`src/divPkg.sv`:
```
package divPkg;

    ////////////////////////////////////////////////////////////
    // widths and pipeline shape
    ////////////////////////////////////////////////////////////

    // one operand word
    localparam int DataWidth = 16;

    // array rows evaluated between two pipeline registers
    localparam int RowsPerStage = 4;

    localparam int NumStages = DataWidth / RowsPerStage;

    // input stage + row stages + output stage
    localparam int Latency = NumStages + 2;

    ////////////////////////////////////////////////////////////
    // types
    ////////////////////////////////////////////////////////////

    // operand, magnitude, quotient or remainder
    typedef logic [DataWidth-1:0] data_t;

    // two's complement minimum, the one value without a magnitude
    localparam data_t MostNegative = {1'b1, {(DataWidth-1){1'b0}}};

    // state carried from one pipeline stage to the next
    typedef struct packed {
        logic  valid;
        // operand signs differ
        logic  negate;
        logic  err;
        // dividend magnitude, bits consumed from the top down
        data_t dividendBits;
        data_t divisorMag;
        data_t partialRem;
        // filled in from the msb down
        data_t quotient;
    } divWork_t;

endpackage

```
`src/operandCondition.sv`:
```
`timescale 1ns/1ps

module operandCondition import divPkg::*; (
    input  logic     clk,
    input  logic     arstN,
    input  logic     inValid,
    input  data_t    dividend,
    input  data_t    divisor,
    output divWork_t work
);

    data_t    dividendMag;
    data_t    divisorMag;
    logic     errNext;
    divWork_t workNext;

    ////////////////////////////////////////////////////////////
    // magnitudes and error detection
    ////////////////////////////////////////////////////////////

    assign dividendMag = dividend[DataWidth-1] ? (~dividend + 1'b1) : dividend;
    assign divisorMag  = divisor[DataWidth-1] ? (~divisor + 1'b1) : divisor;

    // the minimum value maps onto itself, so it shows up in the magnitude
    assign errNext = (dividendMag == MostNegative) ||
                     (divisorMag == MostNegative) ||
                     (divisorMag == '0);

    always_comb begin
        workNext              = '0;
        workNext.valid        = inValid;
        workNext.negate       = dividend[DataWidth-1] ^ divisor[DataWidth-1];
        workNext.err          = errNext;
        workNext.dividendBits = dividendMag;
        workNext.divisorMag   = divisorMag;
        // partialRem and quotient start cleared
    end

    ////////////////////////////////////////////////////////////
    // input register
    ////////////////////////////////////////////////////////////

    always_ff @(posedge clk or negedge arstN) begin
        if (!arstN) begin
            work.valid <= 1'b0;
        end else begin
            work <= workNext;
        end
    end

    // a zero divisor must never reach the array unflagged
    zeroDivisorFlagged: assert property (
        @(posedge clk) disable iff (!arstN)
        (inValid && (divisor == '0)) |=> (work.valid && work.err)
    );

endmodule

```
`src/divRow.sv`:
```
`timescale 1ns/1ps

module divRow import divPkg::*; (
    input  data_t partialRemIn,
    input  logic  dividendBit,
    input  data_t divisorMag,
    output data_t partialRemOut,
    output logic  quotientBit
);

    // remainder after the shift, with the bit that fell off the top
    data_t              shiftedRem;
    logic               shiftedOut;
    // one extra bit so the msb is the borrow
    logic [DataWidth:0] trialDiff;
    logic               borrow;

    ////////////////////////////////////////////////////////////
    // shift in the next dividend bit
    ////////////////////////////////////////////////////////////

    assign {shiftedOut, shiftedRem} = {partialRemIn, dividendBit};

    ////////////////////////////////////////////////////////////
    // trial subtraction
    ////////////////////////////////////////////////////////////

    assign trialDiff = {1'b0, shiftedRem} - {1'b0, divisorMag};
    assign borrow    = trialDiff[DataWidth];

    // a lost top bit means the shifted value was larger than any divisor
    assign quotientBit = ~borrow | shiftedOut;

    // restore on borrow, otherwise keep the difference
    assign partialRemOut = quotientBit ? trialDiff[DataWidth-1:0] : shiftedRem;

endmodule

```
`src/divStage.sv`:
```
`timescale 1ns/1ps

module divStage import divPkg::*; #(
    parameter int stageIndex = 0
) (
    input  logic     clk,
    input  logic     arstN,
    input  divWork_t workIn,
    output divWork_t workOut
);

    // highest dividend / quotient bit handled in this stage
    localparam int TopBit = DataWidth - 1 - stageIndex * RowsPerStage;

    data_t                   remChain [RowsPerStage+1];
    logic [RowsPerStage-1:0] stageQuot;
    divWork_t                workNext;

    ////////////////////////////////////////////////////////////
    // row chain
    ////////////////////////////////////////////////////////////

    assign remChain[0] = workIn.partialRem;

    for (genvar row = 0; row < RowsPerStage; row++) begin : gRow
        divRow rowInst (
            .partialRemIn  (remChain[row]),
            .dividendBit   (workIn.dividendBits[TopBit-row]),
            .divisorMag    (workIn.divisorMag),
            .partialRemOut (remChain[row+1]),
            .quotientBit   (stageQuot[RowsPerStage-1-row])
        );
    end

    always_comb begin
        workNext            = workIn;
        workNext.partialRem = remChain[RowsPerStage];
        // first row gives the most significant bit of this group
        workNext.quotient[TopBit -: RowsPerStage] = stageQuot;
    end

    ////////////////////////////////////////////////////////////
    // stage register
    ////////////////////////////////////////////////////////////

    always_ff @(posedge clk or negedge arstN) begin
        if (!arstN) begin
            workOut.valid <= 1'b0;
        end else begin
            workOut <= workNext;
        end
    end

    // restoring invariant across every row of the array so far
    remBelowDivisor: assert property (
        @(posedge clk) disable iff (!arstN)
        (workOut.valid && !workOut.err) |-> (workOut.partialRem < workOut.divisorMag)
    );

endmodule

```
`src/resultFormat.sv`:
```
`timescale 1ns/1ps

module resultFormat import divPkg::*; (
    input  logic     clk,
    input  logic     arstN,
    input  divWork_t work,
    output logic     outValid,
    output data_t    quotient,
    output data_t    remainder,
    output logic     err
);

    data_t signedQuot;

    ////////////////////////////////////////////////////////////
    // sign correction
    ////////////////////////////////////////////////////////////

    assign signedQuot = work.negate ? (~work.quotient + 1'b1) : work.quotient;

    ////////////////////////////////////////////////////////////
    // output registers
    ////////////////////////////////////////////////////////////

    always_ff @(posedge clk or negedge arstN) begin
        if (!arstN) begin
            outValid <= 1'b0;
        end else begin
            outValid <= work.valid;
        end
    end

    always_ff @(posedge clk) begin
        quotient <= signedQuot;
        // remainder stays a plain magnitude
        remainder <= work.partialRem;
        err       <= work.err;
    end

    // strobe must be clean once reset is gone
    outValidKnown: assert property (
        @(posedge clk) disable iff (!arstN)
        !$isunknown(outValid)
    );

endmodule

```
`src/divTop.sv`:
```
`timescale 1ns/1ps

module divTop import divPkg::*; (
    input  logic  clk,
    input  logic  arstN,
    input  logic  inValid,
    input  data_t dividend,
    input  data_t divisor,
    output logic  outValid,
    output data_t quotient,
    output data_t remainder,
    output logic  err
);

    // entry 0 leaves the input stage, entry NumStages the last row stage
    divWork_t stageWork [NumStages+1];

    ////////////////////////////////////////////////////////////
    // input stage
    ////////////////////////////////////////////////////////////

    operandCondition condInst (
        .clk      (clk),
        .arstN    (arstN),
        .inValid  (inValid),
        .dividend (dividend),
        .divisor  (divisor),
        .work     (stageWork[0])
    );

    ////////////////////////////////////////////////////////////
    // row stages
    ////////////////////////////////////////////////////////////

    for (genvar stage = 0; stage < NumStages; stage++) begin : gStage
        divStage #(
            .stageIndex (stage)
        ) stageInst (
            .clk     (clk),
            .arstN   (arstN),
            .workIn  (stageWork[stage]),
            .workOut (stageWork[stage+1])
        );
    end

    ////////////////////////////////////////////////////////////
    // output stage
    ////////////////////////////////////////////////////////////

    resultFormat formatInst (
        .clk       (clk),
        .arstN     (arstN),
        .work      (stageWork[NumStages]),
        .outValid  (outValid),
        .quotient  (quotient),
        .remainder (remainder),
        .err       (err)
    );

endmodule

```
`config.mk`:
```
export PLATFORM = sky130hd
export DESIGN_NAME = divTop
export DESIGN_NICKNAME = d
export VERILOG_FILES = /design/src/divPkg.sv /design/src/operandCondition.sv /design/src/divRow.sv /design/src/divStage.sv /design/src/resultFormat.sv /design/src/divTop.sv
export SDC_FILE = /design/constraint.sdc
export NUM_CORES = 1
export LEC_CHECK = 0
export BUFFER_PORTS_ARGS = -buffer_cell sky130_fd_sc_hd__buf_2
export CAP_MARGIN = 20
export CORE_MARGIN = 3
export CORE_UTILIZATION = 50
export DETAILED_ROUTE_END_ITERATION = 12
export MAX_ROUTING_LAYER = met4
export PLACE_DENSITY = 0.78
export SLEW_MARGIN = 5
export SYNTH_ARGS = -nofsm -noshare
export SYNTH_HDL_FRONTEND = slang
export SYNTH_HIERARCHICAL = 1
export SYNTH_SLANG_ARGS = --single-unit
```
`constraint.sdc`:
```
create_clock -name clk -period 9 [get_ports clk]
set_clock_uncertainty 0.15 [all_clocks]
set_input_delay 0.45 -clock clk [delete_from_list [all_inputs] [get_ports clk]]
set_output_delay 0.45 -clock clk [all_outputs]
set_load 0.1 [all_outputs]
```
==> impl_metrics.toml <==
[yosys]
syn_area_sq_um = 26100
synthCells = 2811
syn_avg_cell_area_sq_um = 9.30
ys_warn_count = 6

[hold_path]
hp-class = "in -> reg"
holdPathStages = 2
hold_end = "condInst/work[61]"
hold_path.startpoint = "dividend[13]"

[clocking]
clockRootBuffer = "clkbuf_16"
htreeDepth = 1
cts.clk_slew.worst_paths_ns = 0.06
clkSinkCount = 257
cts_tree = "built"
cts_buffers = 29
cts_buffer_depth = 3
clk_latency_ns = 0.57

[grt]
grt_pass1_vias = 19800
grt_pass1_wl_um = 99700
grt_start_max_net_pins = 95
grt_util_all_layers_pct = 22.1
gr-total-overflow = 0
antenna_found_initial = 2

[floorplan]
initial_utilization_pct = 50.7
fp-row-count = 83
die_area_sq_um = 55100
die_h_um = 235
die_w_um = 235
ioPinCount = 69
core_sq_um = 51500

[critical_path]
path_buf_inv = 6
crit_type = "reg -> reg"
timing.rr.end = "gStage[2].stageInst/workOut[20]"
slowest_stage = "or4_4"
path_max_fanout = 28
worst_setup_path_start_kind = "flip-flop"
r2r_start = "gStage[1].stageInst/workOut[32]"
reg2reg_slack_ns = 0.40
critPathCaptureType = "flip-flop"
critical-path-top-delay-family = "simple AND/OR/NAND/NOR gates"
cp_data_arrival_time_ns = 8.76
rr_worst_depth = 34
critPathRequiredTime_ns = 9.16
crit_start = "gStage[1].stageInst/workOut[32]"
critPathMaxStageDelay_ns = 0.52

[timing]
setup_violations = 0
fin_crit_sh_pct = 95.5
period_needed_ns = 8.60
relSlewSlack_pct = 42.1
slew_viol_final = 0
fmax_mhz = 116
worst_pin_slew_ns = 0.869
hold_ws_ns = 0.0593
hold_viol_final = 0
finalWorstSetupSlack_ns = 0.401

[detailed_routing]
drt-vias-per-instance = 5.82
drtIter0Drc = 1535
vias = 21400
routed_wl_um = 62700
drt_pre_antenna_iters = 5
drcViolationCount = 0
wl_per_cell_um = 17.1
antenna_left = 0

[layout]
drive_gt1_share_pct = 17.6
area_growth_pct = 10.0
fin_area_sq_um = 28800
fin_nets = 3283

[placement]
dp_hpwl_um = 49000
gp_congestion = 0.946
io_buffers = 68
post-place-ws_ns = 0.140
dpl_cell_area_sq_um = 27400

[outcome]
status = "finished, final reports clean"

[flow_run]
drv_cap = 0
stage by stage:
stage          setup TNS (ns)  utilization, %  cells
6_report                    0            55.8   3674
5_1_grt               -0.0212            55.8   3674
4_1_cts                     0            55.2   3640
3_5_place_dp                0            53.2   3587
3_3_place_gp                0            53.2   3587
2_1_floorplan               0               -   2826
area by class of cell:
cell class / count / area, sq um
Fill cell: 4548 / 22700
Multi-Input combinational cell: 2188 / 17200
Sequential cell: 257 / 7360
Inverter: 330 / 1240
Timing Repair Buffer: 167 / 1160
Tap cell: 680 / 851
Clock buffer: 33 / 751
Clock inverter: 17 / 231
Antenna cell: 2 / 5.00
how the worst max path moves through the flow:
stage	to	slack, ns	cells after the start
after floorplan	gStage[3].stageInst/workOut[28]	0.92	39
after global placement	gStage[3].stageInst/workOut[18]	0.29	32
after detailed placement	gStage[3].stageInst/workOut[22]	0.14	34
after CTS	gStage[3].stageInst/workOut[19]	0.08	34
after global routing	gStage[0].stageInst/workOut[29]	-0.02	35
final	gStage[2].stageInst/workOut[20]	0.40	34
registers in the layout, summed over array words and instances (netlist names):
register                  count
formatInst/err                1
formatInst/outValid           1
formatInst/remainder         16
condInst/work                35
gStage.stageInst/workOut    188
formatInst/quotient          16
repair_timing:
| action | CTS | global route |
|---|---|---|
| hold buffers | 3 | 0 |
| setup buffers | 0 | 31 |
| setup endpoints to repair | 0 | 66 |
| gates resized for setup | 0 | 17 |
| hold endpoints to repair | 3 | 0 |
layout by cell type, fill, tap and decap left out, types with 62 or more instances in the layout:
cell      count
nand2_1     211
nor2_1      173
mux2_4       62
buf_4        91
o21ai_0     117
nor3_1       68
ha_1        257
xnor2_1     147
mux2_2       84
a21oi_1     150
edfxtp_1    218
inv_1       328
o211ai_1     69
buf_2        67
xor2_1       69
layer usage:
metal  GRT usage, %  wire length, um
met1           29.7            28700
met2           35.3            28800
met3           2.46             3330
met4           6.57             1820
met5              -                0
Power is not shown: default switching activity piles up to over one toggle a cycle in this logic, so the estimate is an artifact.
